==> src/verilog/wisc_pkg.sv <==
package wisc_pkg;

    localparam int DATA_W    = 16;
    localparam int REG_CNT   = 8;
    localparam int REG_IDX_W = $clog2(REG_CNT);
    localparam logic [REG_IDX_W-1:0] LINK_REG = 3'd7;  // JAL and JALR link target

    typedef enum logic [4:0] {
        OP_HALT  = 5'b00000,
        OP_NOP   = 5'b00001,
        OP_J     = 5'b00100,
        OP_JR    = 5'b00101,
        OP_JAL   = 5'b00110,
        OP_JALR  = 5'b00111,
        OP_ADDI  = 5'b01000,
        OP_SUBI  = 5'b01001,
        OP_XORI  = 5'b01010,
        OP_ANDNI = 5'b01011,
        OP_BEQZ  = 5'b01100,
        OP_BNEZ  = 5'b01101,
        OP_BLTZ  = 5'b01110,
        OP_BGEZ  = 5'b01111,
        OP_ST    = 5'b10000,
        OP_LD    = 5'b10001,
        OP_SLBI  = 5'b10010,
        OP_STU   = 5'b10011,
        OP_ROLI  = 5'b10100,
        OP_SLLI  = 5'b10101,
        OP_RORI  = 5'b10110,
        OP_SRLI  = 5'b10111,
        OP_LBI   = 5'b11000,
        OP_BTR   = 5'b11001,
        OP_SHIFT = 5'b11010,  // ROL, SLL, ROR, SRL by function
        OP_ARITH = 5'b11011,  // ADD, SUB, XOR, ANDN by function
        OP_SEQ   = 5'b11100,
        OP_SLT   = 5'b11101,
        OP_SLE   = 5'b11110,
        OP_SCO   = 5'b11111
    } opcode_e;

    typedef enum logic [2:0] {
        SRC_REG   = 3'd0,
        SRC_SIMM5 = 3'd1,
        SRC_ZIMM5 = 3'd2,
        SRC_SIMM8 = 3'd3,
        SRC_ZIMM8 = 3'd4,
        SRC_ZERO  = 3'd5,
        SRC_NONE  = 3'd7
    } alu_src_e;

    typedef enum logic [1:0] {
        DST_4_2  = 2'd0,
        DST_7_5  = 2'd1,
        DST_10_8 = 2'd2,
        DST_R7   = 2'd3
    } reg_dst_e;

    typedef enum logic [3:0] {
        ALU_ADD, ALU_XOR, ALU_ANDN,
        ALU_ROL, ALU_SLL, ALU_ROR, ALU_SRL,
        ALU_SEQ, ALU_SLT, ALU_SLE, ALU_SCO,
        ALU_BTR, ALU_PASSB, ALU_SLBI
    } alu_op_e;

    typedef enum logic [2:0] {
        BR_NONE, BR_EQZ, BR_NEZ, BR_LTZ, BR_GEZ, BR_J, BR_JR
    } br_cond_e;

endpackage

==> src/verilog/master_ctrl.sv <==
module master_ctrl (
    input  wisc_pkg::opcode_e  opcode,
    input  logic [1:0]         lower_two,
    output wisc_pkg::alu_src_e alu_src,
    output logic               mem_write,
    output logic               mem_read,
    output logic               reg_write,
    output logic               mem_to_reg,
    output wisc_pkg::reg_dst_e reg_dst,
    output logic               invA,
    output logic               invB,
    output logic               Cin,
    output wisc_pkg::alu_op_e  alu_op,
    output wisc_pkg::br_cond_e br_cond,
    output logic               dump
);

    always_comb begin
        alu_src    = wisc_pkg::SRC_NONE;
        mem_write  = 1'b0;
        mem_read   = 1'b0;
        reg_write  = 1'b0;
        mem_to_reg = 1'b0;
        reg_dst    = wisc_pkg::DST_7_5;
        invA       = 1'b0;
        invB       = 1'b0;
        Cin        = 1'b0;
        alu_op     = wisc_pkg::ALU_ADD;
        br_cond    = wisc_pkg::BR_NONE;
        dump       = 1'b0;

        case (opcode)
            wisc_pkg::OP_HALT: dump = 1'b1;
            wisc_pkg::OP_ADDI, wisc_pkg::OP_SUBI: begin
                alu_src   = wisc_pkg::SRC_SIMM5;
                reg_write = 1'b1;
                invA      = (opcode == wisc_pkg::OP_SUBI);  // imm - Rs
                Cin       = (opcode == wisc_pkg::OP_SUBI);
            end
            wisc_pkg::OP_XORI, wisc_pkg::OP_ANDNI: begin
                alu_src   = wisc_pkg::SRC_ZIMM5;
                reg_write = 1'b1;
                invB      = (opcode == wisc_pkg::OP_ANDNI);
                alu_op    = (opcode == wisc_pkg::OP_XORI) ? wisc_pkg::ALU_XOR
                                                          : wisc_pkg::ALU_ANDN;
            end
            wisc_pkg::OP_ROLI, wisc_pkg::OP_SLLI, wisc_pkg::OP_RORI, wisc_pkg::OP_SRLI: begin
                alu_src   = wisc_pkg::SRC_ZIMM5;
                reg_write = 1'b1;
                alu_op    = wisc_pkg::alu_op_e'(wisc_pkg::ALU_ROL + opcode[1:0]);
            end
            wisc_pkg::OP_ST, wisc_pkg::OP_STU: begin
                alu_src   = wisc_pkg::SRC_SIMM5;
                mem_write = 1'b1;
                reg_write = (opcode == wisc_pkg::OP_STU);  // Base update to Rs
                reg_dst   = wisc_pkg::DST_10_8;
            end
            wisc_pkg::OP_LD: begin
                alu_src    = wisc_pkg::SRC_SIMM5;
                mem_read   = 1'b1;
                reg_write  = 1'b1;
                mem_to_reg = 1'b1;
            end
            wisc_pkg::OP_BTR: begin
                reg_write = 1'b1;
                reg_dst   = wisc_pkg::DST_4_2;
                alu_op    = wisc_pkg::ALU_BTR;
            end
            wisc_pkg::OP_ARITH: begin
                alu_src   = wisc_pkg::SRC_REG;
                reg_write = 1'b1;
                reg_dst   = wisc_pkg::DST_4_2;
                invA      = (lower_two == 2'b01);  // SUB is Rt - Rs
                Cin       = (lower_two == 2'b01);
                invB      = (lower_two == 2'b11);
                case (lower_two)
                    2'b10:   alu_op = wisc_pkg::ALU_XOR;
                    2'b11:   alu_op = wisc_pkg::ALU_ANDN;
                    default: alu_op = wisc_pkg::ALU_ADD;
                endcase
            end
            wisc_pkg::OP_SHIFT: begin
                alu_src   = wisc_pkg::SRC_REG;
                reg_write = 1'b1;
                reg_dst   = wisc_pkg::DST_4_2;
                alu_op    = wisc_pkg::alu_op_e'(wisc_pkg::ALU_ROL + lower_two);
            end
            wisc_pkg::OP_SEQ, wisc_pkg::OP_SLT, wisc_pkg::OP_SLE, wisc_pkg::OP_SCO: begin
                alu_src   = wisc_pkg::SRC_REG;
                reg_write = 1'b1;
                reg_dst   = wisc_pkg::DST_4_2;
                invB      = (opcode != wisc_pkg::OP_SCO);
                Cin       = (opcode != wisc_pkg::OP_SCO);
                alu_op    = wisc_pkg::alu_op_e'(wisc_pkg::ALU_SEQ + opcode[1:0]);
            end
            wisc_pkg::OP_BEQZ, wisc_pkg::OP_BNEZ, wisc_pkg::OP_BLTZ, wisc_pkg::OP_BGEZ: begin
                alu_src = wisc_pkg::SRC_ZERO;
                invB    = 1'b1;
                Cin     = 1'b1;
                br_cond = wisc_pkg::br_cond_e'(wisc_pkg::BR_EQZ + opcode[1:0]);
            end
            wisc_pkg::OP_LBI, wisc_pkg::OP_SLBI: begin
                reg_write = 1'b1;
                reg_dst   = wisc_pkg::DST_10_8;
                if (opcode == wisc_pkg::OP_LBI) begin
                    alu_src = wisc_pkg::SRC_SIMM8;
                    alu_op  = wisc_pkg::ALU_PASSB;
                end else begin
                    alu_src = wisc_pkg::SRC_ZIMM8;
                    alu_op  = wisc_pkg::ALU_SLBI;
                end
            end
            wisc_pkg::OP_J, wisc_pkg::OP_JAL, wisc_pkg::OP_JR, wisc_pkg::OP_JALR: begin
                reg_write = opcode[1];  // JAL and JALR link
                reg_dst   = wisc_pkg::DST_R7;
                br_cond   = opcode[0] ? wisc_pkg::BR_JR : wisc_pkg::BR_J;
            end
            default: ;  // NOP and unknown opcodes
        endcase
    end

    // Load writeback and store are exclusive for every opcode
    always_comb begin
        assert final (!(mem_write && mem_to_reg))
            else $error("master_ctrl: mem_write and mem_to_reg both set, opcode %h", opcode);
    end

endmodule

==> src/verilog/reg_file.sv <==
module reg_file (
    input  logic                              clk,
    input  logic                              rst_n,
    input  logic [wisc_pkg::REG_IDX_W-1:0]    rd_a_idx,
    input  logic [wisc_pkg::REG_IDX_W-1:0]    rd_b_idx,
    output logic [wisc_pkg::DATA_W-1:0]       rd_a,
    output logic [wisc_pkg::DATA_W-1:0]       rd_b,
    input  logic                              wr_en,
    input  logic [wisc_pkg::REG_IDX_W-1:0]    wr_idx,
    input  logic [wisc_pkg::DATA_W-1:0]       wr_data
);

    logic [wisc_pkg::DATA_W-1:0] regs [wisc_pkg::REG_CNT];

    always_ff @(posedge clk or negedge rst_n) begin
        if (!rst_n) begin
            for (int i = 0; i < wisc_pkg::REG_CNT; i++) begin
                regs[i] <= '0;
            end
        end else if (wr_en) begin
            regs[wr_idx] <= wr_data;
        end
    end

    assign rd_a = regs[rd_a_idx];  // No write bypass, single cycle core
    assign rd_b = regs[rd_b_idx];

    // Writeback source must be resolved, including load data from outside
    assert property (@(posedge clk) disable iff (!rst_n)
        wr_en |-> !$isunknown(wr_data))
        else $error("reg_file: unknown wr_data %h to R%0d", wr_data, wr_idx);

endmodule

==> src/verilog/alu.sv <==
module alu (
    input  logic [wisc_pkg::DATA_W-1:0] a,
    input  logic [wisc_pkg::DATA_W-1:0] b,
    input  logic                        invA,
    input  logic                        invB,
    input  logic                        Cin,
    input  wisc_pkg::alu_op_e           alu_op,
    output logic [wisc_pkg::DATA_W-1:0] result
);

    logic [wisc_pkg::DATA_W-1:0]   a_eff;
    logic [wisc_pkg::DATA_W-1:0]   b_eff;
    logic [wisc_pkg::DATA_W-1:0]   sum;
    logic [wisc_pkg::DATA_W-1:0]   rev;
    logic [2*wisc_pkg::DATA_W-1:0] rot_l;
    logic [2*wisc_pkg::DATA_W-1:0] rot_r;
    logic [wisc_pkg::DATA_W:0]     diff;
    logic [wisc_pkg::DATA_W:0]     carry_sum;
    logic [3:0]                    shamt;

    assign a_eff = invA ? ~a : a;
    assign b_eff = invB ? ~b : b;
    assign sum   = a_eff + b_eff + {{(wisc_pkg::DATA_W-1){1'b0}}, Cin};

    assign shamt = b[3:0];
    assign rot_l = {a, a} << shamt;
    assign rot_r = {a, a} >> shamt;

    // B - A with one guard bit, sign is exact for signed inputs
    assign diff      = {b[wisc_pkg::DATA_W-1], b} - {a[wisc_pkg::DATA_W-1], a};
    assign carry_sum = {1'b0, a} + {1'b0, b};

    always_comb begin
        for (int i = 0; i < wisc_pkg::DATA_W; i++) begin
            rev[i] = a[wisc_pkg::DATA_W-1-i];
        end
    end

    always_comb begin
        result = '0;
        case (alu_op)
            wisc_pkg::ALU_ADD:   result = sum;
            wisc_pkg::ALU_XOR:   result = a_eff ^ b_eff;
            wisc_pkg::ALU_ANDN:  result = a_eff & b_eff;  // B already inverted
            wisc_pkg::ALU_ROL:   result = rot_l[2*wisc_pkg::DATA_W-1:wisc_pkg::DATA_W];
            wisc_pkg::ALU_SLL:   result = a << shamt;
            wisc_pkg::ALU_ROR:   result = rot_r[wisc_pkg::DATA_W-1:0];
            wisc_pkg::ALU_SRL:   result = a >> shamt;
            wisc_pkg::ALU_SEQ:   result[0] = (diff == '0);
            wisc_pkg::ALU_SLT:   result[0] = !diff[wisc_pkg::DATA_W] && (diff != '0);
            wisc_pkg::ALU_SLE:   result[0] = !diff[wisc_pkg::DATA_W];
            wisc_pkg::ALU_SCO:   result[0] = carry_sum[wisc_pkg::DATA_W];
            wisc_pkg::ALU_BTR:   result = rev;
            wisc_pkg::ALU_PASSB: result = b;
            wisc_pkg::ALU_SLBI:  result = (a << 8) | b;
            default:             result = sum;
        endcase
    end

endmodule

==> src/verilog/operand_sel.sv <==
module operand_sel (
    input  logic [wisc_pkg::DATA_W-1:0]    instr,
    input  wisc_pkg::alu_src_e             alu_src,
    input  wisc_pkg::reg_dst_e             reg_dst,
    input  logic [wisc_pkg::DATA_W-1:0]    rt_data,
    output logic [wisc_pkg::DATA_W-1:0]    op_b,
    output logic [wisc_pkg::REG_IDX_W-1:0] wr_idx
);

    logic [wisc_pkg::DATA_W-1:0] simm5;
    logic [wisc_pkg::DATA_W-1:0] zimm5;
    logic [wisc_pkg::DATA_W-1:0] simm8;
    logic [wisc_pkg::DATA_W-1:0] zimm8;

    assign simm5 = {{(wisc_pkg::DATA_W-5){instr[4]}}, instr[4:0]};
    assign zimm5 = {{(wisc_pkg::DATA_W-5){1'b0}}, instr[4:0]};
    assign simm8 = {{(wisc_pkg::DATA_W-8){instr[7]}}, instr[7:0]};
    assign zimm8 = {{(wisc_pkg::DATA_W-8){1'b0}}, instr[7:0]};

    always_comb begin
        case (alu_src)
            wisc_pkg::SRC_REG:   op_b = rt_data;
            wisc_pkg::SRC_SIMM5: op_b = simm5;
            wisc_pkg::SRC_ZIMM5: op_b = zimm5;
            wisc_pkg::SRC_SIMM8: op_b = simm8;
            wisc_pkg::SRC_ZIMM8: op_b = zimm8;
            default:             op_b = '0;  // Zero and don't care
        endcase
    end

    always_comb begin
        case (reg_dst)
            wisc_pkg::DST_4_2:  wr_idx = instr[4:2];
            wisc_pkg::DST_7_5:  wr_idx = instr[7:5];
            wisc_pkg::DST_10_8: wr_idx = instr[10:8];
            default:            wr_idx = wisc_pkg::LINK_REG;
        endcase
    end

endmodule

==> src/verilog/pc_unit.sv <==
module pc_unit (
    input  logic                        clk,
    input  logic                        rst_n,
    input  logic [wisc_pkg::DATA_W-1:0] instr,
    input  wisc_pkg::br_cond_e          br_cond,
    input  logic [wisc_pkg::DATA_W-1:0] rs_data,
    input  logic                        dump,
    output logic [wisc_pkg::DATA_W-1:0] pc,
    output logic [wisc_pkg::DATA_W-1:0] pc_inc,
    output logic                        halt
);

    logic [wisc_pkg::DATA_W-1:0] imm8_sext;
    logic [wisc_pkg::DATA_W-1:0] disp_sext;
    logic [wisc_pkg::DATA_W-1:0] pc_next;
    logic                        rs_zero;
    logic                        rs_neg;
    logic                        halt_q;

    assign imm8_sext = {{(wisc_pkg::DATA_W-8){instr[7]}}, instr[7:0]};
    assign disp_sext = {{(wisc_pkg::DATA_W-11){instr[10]}}, instr[10:0]};
    assign pc_inc    = pc + 16'd2;
    assign rs_zero   = (rs_data == '0);
    assign rs_neg    = rs_data[wisc_pkg::DATA_W-1];
    assign halt      = dump | halt_q;  // High in the HALT cycle itself

    always_comb begin
        case (br_cond)
            wisc_pkg::BR_EQZ: pc_next = rs_zero ? pc_inc + imm8_sext : pc_inc;
            wisc_pkg::BR_NEZ: pc_next = !rs_zero ? pc_inc + imm8_sext : pc_inc;
            wisc_pkg::BR_LTZ: pc_next = rs_neg ? pc_inc + imm8_sext : pc_inc;
            wisc_pkg::BR_GEZ: pc_next = !rs_neg ? pc_inc + imm8_sext : pc_inc;
            wisc_pkg::BR_J:   pc_next = pc_inc + disp_sext;
            wisc_pkg::BR_JR:  pc_next = rs_data + imm8_sext;
            default:          pc_next = pc_inc;
        endcase
    end

    always_ff @(posedge clk or negedge rst_n) begin
        if (!rst_n) begin
            pc     <= '0;
            halt_q <= 1'b0;
        end else begin
            if (dump) halt_q <= 1'b1;
            if (!halt) pc <= pc_next;  // Hold at HALT address
        end
    end

    // JR and JALR targets come from register data, so alignment is a program property
    assert property (@(posedge clk) disable iff (!rst_n) pc[0] == 1'b0)
        else $error("pc_unit: misaligned pc %h", pc);

endmodule

==> src/verilog/wisc_core.sv <==
module wisc_core (
    input  logic                        clk,
    input  logic                        rst_n,
    output logic [wisc_pkg::DATA_W-1:0] imem_addr,
    input  logic [wisc_pkg::DATA_W-1:0] instr,
    output logic [wisc_pkg::DATA_W-1:0] mem_addr,
    output logic [wisc_pkg::DATA_W-1:0] mem_wdata,
    output logic                        mem_write,
    output logic                        mem_read,
    input  logic [wisc_pkg::DATA_W-1:0] mem_rdata,
    output logic                        halt
);

    wisc_pkg::alu_src_e             alu_src;
    wisc_pkg::reg_dst_e             reg_dst;
    wisc_pkg::alu_op_e              alu_op;
    wisc_pkg::br_cond_e             br_cond;
    logic                           reg_write;
    logic                           mem_to_reg;
    logic                           invA;
    logic                           invB;
    logic                           Cin;
    logic                           dump;
    logic [wisc_pkg::DATA_W-1:0]    rs_data;
    logic [wisc_pkg::DATA_W-1:0]    rt_data;
    logic [wisc_pkg::DATA_W-1:0]    op_b;
    logic [wisc_pkg::DATA_W-1:0]    alu_result;
    logic [wisc_pkg::DATA_W-1:0]    pc;
    logic [wisc_pkg::DATA_W-1:0]    pc_inc;
    logic [wisc_pkg::DATA_W-1:0]    wb_data;
    logic [wisc_pkg::REG_IDX_W-1:0] wr_idx;

    master_ctrl master_ctrl_i (
        .opcode(wisc_pkg::opcode_e'(instr[15:11])), .lower_two(instr[1:0]),
        .alu_src(alu_src), .mem_write(mem_write), .mem_read(mem_read),
        .reg_write(reg_write), .mem_to_reg(mem_to_reg), .reg_dst(reg_dst),
        .invA(invA), .invB(invB), .Cin(Cin), .alu_op(alu_op),
        .br_cond(br_cond), .dump(dump)
    );

    reg_file reg_file_i (
        .clk(clk), .rst_n(rst_n),
        .rd_a_idx(instr[10:8]), .rd_b_idx(instr[7:5]),
        .rd_a(rs_data), .rd_b(rt_data),
        .wr_en(reg_write), .wr_idx(wr_idx), .wr_data(wb_data)
    );

    operand_sel operand_sel_i (
        .instr(instr), .alu_src(alu_src), .reg_dst(reg_dst),
        .rt_data(rt_data), .op_b(op_b), .wr_idx(wr_idx)
    );

    alu alu_i (
        .a(rs_data), .b(op_b), .invA(invA), .invB(invB), .Cin(Cin),
        .alu_op(alu_op), .result(alu_result)
    );

    pc_unit pc_unit_i (
        .clk(clk), .rst_n(rst_n), .instr(instr), .br_cond(br_cond),
        .rs_data(rs_data), .dump(dump), .pc(pc), .pc_inc(pc_inc), .halt(halt)
    );

    always_comb begin
        if (mem_to_reg) begin
            wb_data = mem_rdata;
        end else if (reg_dst == wisc_pkg::DST_R7) begin
            wb_data = pc_inc;  // Link value
        end else begin
            wb_data = alu_result;
        end
    end

    assign imem_addr = pc;
    assign mem_addr  = alu_result;
    assign mem_wdata = rt_data;  // ST and STU store bits 7:5

endmodule

==> config.mk <==
export PLATFORM = sky130hd
export DESIGN_NAME = wisc_core
export DESIGN_NICKNAME = d
export VERILOG_FILES = /design/src/verilog/wisc_pkg.sv /design/src/verilog/master_ctrl.sv /design/src/verilog/reg_file.sv /design/src/verilog/alu.sv /design/src/verilog/operand_sel.sv /design/src/verilog/pc_unit.sv /design/src/verilog/wisc_core.sv
export SDC_FILE = /design/constraint.sdc
export NUM_CORES = 1
export LEC_CHECK = 0
export BUFFER_PORTS_ARGS = -buffer_cell sky130_fd_sc_hd__buf_2
export CORE_MARGIN = 2
export CORE_UTILIZATION = 64
export CTS_CLUSTER_SIZE = 28
export DETAILED_ROUTE_END_ITERATION = 6
export HOLD_SLACK_MARGIN = 0.02
export PLACE_DENSITY = 0.9
export SLEW_MARGIN = 20
export SYNTH_ARGS = -nofsm -noshare
export SYNTH_HDL_FRONTEND = slang
export SYNTH_SLANG_ARGS = --single-unit
==> constraint.sdc <==
create_clock -name clk -period 12.48 [get_ports clk]
set_input_delay 2.496 -clock clk [delete_from_list [all_inputs] [get_ports clk]]
set_output_delay 2.496 -clock clk [all_outputs]
set_load 0.02 [all_outputs]
==> impl_results.md <==
* Clock Latency Late Sink at approximately 0.45 ns
* Worst R2R Start: reg_file_i.regs[48]
* Worst Hold Launch: reg_file_i.regs[108]
* CP max FO at 16
* DR iter-0 viols at about 2,700
* Synth Cell Area at ~0.016 mm²
* Maximum root-to-sink buffer count at 2
* Worst hold path class: reg -> reg
* Synth Net Count at about 2,000
* Number of global-route vias before repair at between 15,000 and 20,000
* Post-synth top area cell: dfrtp_1
* Max_cap viols at 0
* PwrDens at 282 mW/mm²
* Core region area at 0.0244 mm²
* Largest delay share family, worst path: compound AO/OA/AOI/OAI gates
* DRC viols at 0
* Die Span X at between 150 and 200 µm
* Finished layout cell area at between 0.015 and 0.02 mm²
* Most used cell, CP: inv_1
* Tmin final at roughly 11 ns
* H-tree depth at 4
* Setup Crit Path Kind: in -> out
* Critical Path Max Stage Delay at 0.65 ns
* Post-synthesis async set-or-reset flop share at 1.00
* Max IR drop VDD at around 180 µV
* Via count at approximately 17,000
* Worst-path clk slew at about 0.070 ns
* Post-Route WL at 62,700 µm
* Gpl congestion at approximately 1.2
* Clock sinks at 145
* Die Y at ~160 µm
* First-pass GRT wire length at approximately 94,000 µm
* Starting Density at 0.654
* Nets at 1,986
* Antenna violations before repair at 3
* Seq/Total Area, Yosys at 0.227
* DR vias/cell at approximately 7.6
* Critical Path AT at around 9 ns
* Resized Gates After CTS at 0
* P_leak at around 0.0073 µW
* Worst-case clock skew at approximately 0.019 ns
* Area grow syn2layout at 8.19%
* Root Buffer: clkbuf_16
* Hold-fix buffers, CTS at 0
* Top cells by count, synth: nand2_1 (148), dfrtp_1 (145), a21oi_1 (134)
* Hold Path Cell Cnt at 2
* CTS buffer count at 17
* Cell Area, Placed at between 0.015 and 0.02 mm²
* WP data required at ~10 ns
* Top-count cell post-synth: nand2_1
* Tightest Pin Transition at between 1 and 1.5 ns
* Reg2Reg Depth at 24
* Flop2flop setup slack at ~6.2 ns
* Largest net degree at the start of global routing at between 80 and 90
* # Post-CTS Setup Buffers at 0
* WL/cell at 28.5 µm
* CP max-delay cell: or4_4
* Die area at around 0.026 mm²
* TNS Setup at 0 ns
* Final setup fails at 0
* Endpoint class of the critical path: output pin
* Ports at 85
* Post-Syn Instances at 1,831
* Worst Setup SP: instr[11]
* DRT antenna net count at 0
* Unrepaired setup endpoints after global routing: no
* GRT Residual Overflow at 0
* Final Hold Fails at 0
* Post-synth EDFFs at 0
* Area share of the largest cell type after synthesis at 0.227
* PortBufs at between 80 and 90
* Share of cells above drive strength 1 at 0.195
* Min Hold Slack at between 0.5 and 0.6 ns
* CTS tree: yes
* Yosys reg bits at approximately 150
* Drt pass-1 iters at 7
* Tcrit/Tclk final at 0.915
* Post-DP HPWL at 44,500 µm
* Ys flop type: dfrtp_1
* Num rows at 57
* Outcome: complete, no violations
* Startpoint Class: input port
* Worst rel slew slack at 0.203
* Mean Syn Cell Area at just under 9 µm²
* Yosys warns at 0
* Critical path buffers and inverters at 5
* Final Max Tran Viols at 0
* R2R Path End: reg_file_i.regs[46]
* Worst hold endpoint: reg_file_i.regs[108]
* Synth area leaders: dfrtp_1 (23%), mux4_2 (9.0%), ha_1 (6.9%)
* CP Cell Sequence: buf_2 -> inv_1 -> ha_1 -> or4_4 -> a31oi_4 -> inv_1 -> nor2_1 -> a22oi_1 -> nand2_1 -> ha_1 -> inv_1 -> a21oi_1 -> o21ai_0 -> a2111oi_0 -> nand4_1 -> a221oi_1 -> nor4b_1 -> nand4_1 -> nor4_2 -> mux2i_1 -> a2bb2oi_1 -> buf_2
* Total track usage at 0.473
* Maximum clock frequency at approximately 0.088 GHz
* Post-synthesis cell type count at 96
==> worst max-delay path by stage <==
stage               slack (ns)  cells after the start     endpoint
finish                    1.06                     22  mem_addr[0]
CTS                       1.26                     22  mem_addr[0]
detailed placement        1.27                     22  mem_addr[0]
global route              0.56                     22  mem_addr[0]
global placement          1.48                     22  mem_addr[0]
floorplan                 1.87                     25  mem_addr[0]
==> routing by layer <==
layer	GRT usage	up-vias	wire length, µm
met4	0.329	0	5560
met5	0	-	0
met2	0.699	1341	26600
li1	-	6990	-
met3	0.176	423	8710
met1	0.574	7891	21800
==> final cells by class <==
class | count | area, µm²
antenna | 4 | 10.0
clock buffer | 17 | 425
multi-input combinational | 1482 | 11500
inverter | 84 | 315
timing repair buffer | 129 | 768
fill | 1883 | 7130
clock inverter | 15 | 178
tap | 324 | 405
sequential | 145 | 3630
==> cell usage in the layout, fill, tap and decap left out, drive strengths merged, types with 14 or more instances in the layout <==
master / count
a211oi: 41
mux2i: 67
o211ai: 18
nor2: 126
inv: 89
nand3: 36
a21oi: 135
a22oi: 20
clkbuf: 17
nor4: 15
a31oi: 26
a21o: 14
and3: 20
nand2: 148
xnor2: 60
buf: 129
nand4: 16
xor2: 35
o31ai: 26
ha: 88
nor3: 47
dfrtp: 145
nor2b: 22
or3: 14
mux2: 93
o22ai: 23
mux4: 64
o21ai: 126
==> through the flow <==
stage / instances / total power, µW / setup slack (ns) / utilization
6_report: 2200 / 4880 / 1.06 / 0.708
5_1_grt: 2196 / 5060 / 0.556 / 0.707
4_1_cts: 2196 / 4680 / 1.26 / 0.707
3_5_place_dp: 2164 / 4110 / 1.27 / 0.682
3_3_place_gp: 2164 / 4010 / 1.48 / 0.682
2_1_floorplan: 1831 / 3120 / 1.87 / -
==> registers in the layout, indices dropped and copies added (netlist names) <==
register / count
reg_file_i.regs: 128
pc_unit_i.pc: 16
pc_unit_i.halt_q: 1
==> cells by family after synthesis <==
group / count (synthesis) / share of synthesized area
AOI/OAI and AO/OA: 571 / 0.240
and+or+nand+nor: 497 / 0.153
muxes: 224 / 0.199
buffers and inverters: 204 / 0.0518
DFF: 145 / 0.227
xor gates and xnor gates: 95 / 0.0522
adders and majority gates: 95 / 0.0765
==> worst reg2reg max path, cell delays in order, from the launching register on <==
cell      delay [ns]
dfrtp_1         0.46
mux4_2          0.51
mux2_2          0.35
nand4_1         0.10
and3_1          0.21
buf_4           0.38
inv_2           0.08
xnor2_1         0.16
inv_1           0.09
fa_1            0.20
inv_1           0.06
fa_1            0.42
a21o_1          0.18
a21oi_1         0.24
o21bai_1        0.09
a21oi_1         0.30
o21bai_1        0.13
a211oi_1        0.33
o21ai_0         0.19
a41oi_1         0.27
xnor2_1         0.10
a211o_1         0.36
mux2i_1         0.35
o21ai_1         0.26
mux2_2          0.37
==> power breakdown <==
group	leakage, µW	switching [µW]	internal [µW]	total, µW
clock	0.000291	264	271	536
sequential	0.00174	218	698	917
combinational	0.00526	2140	1280	3420
No activity file was read; power rests on OpenSTA's default activity.
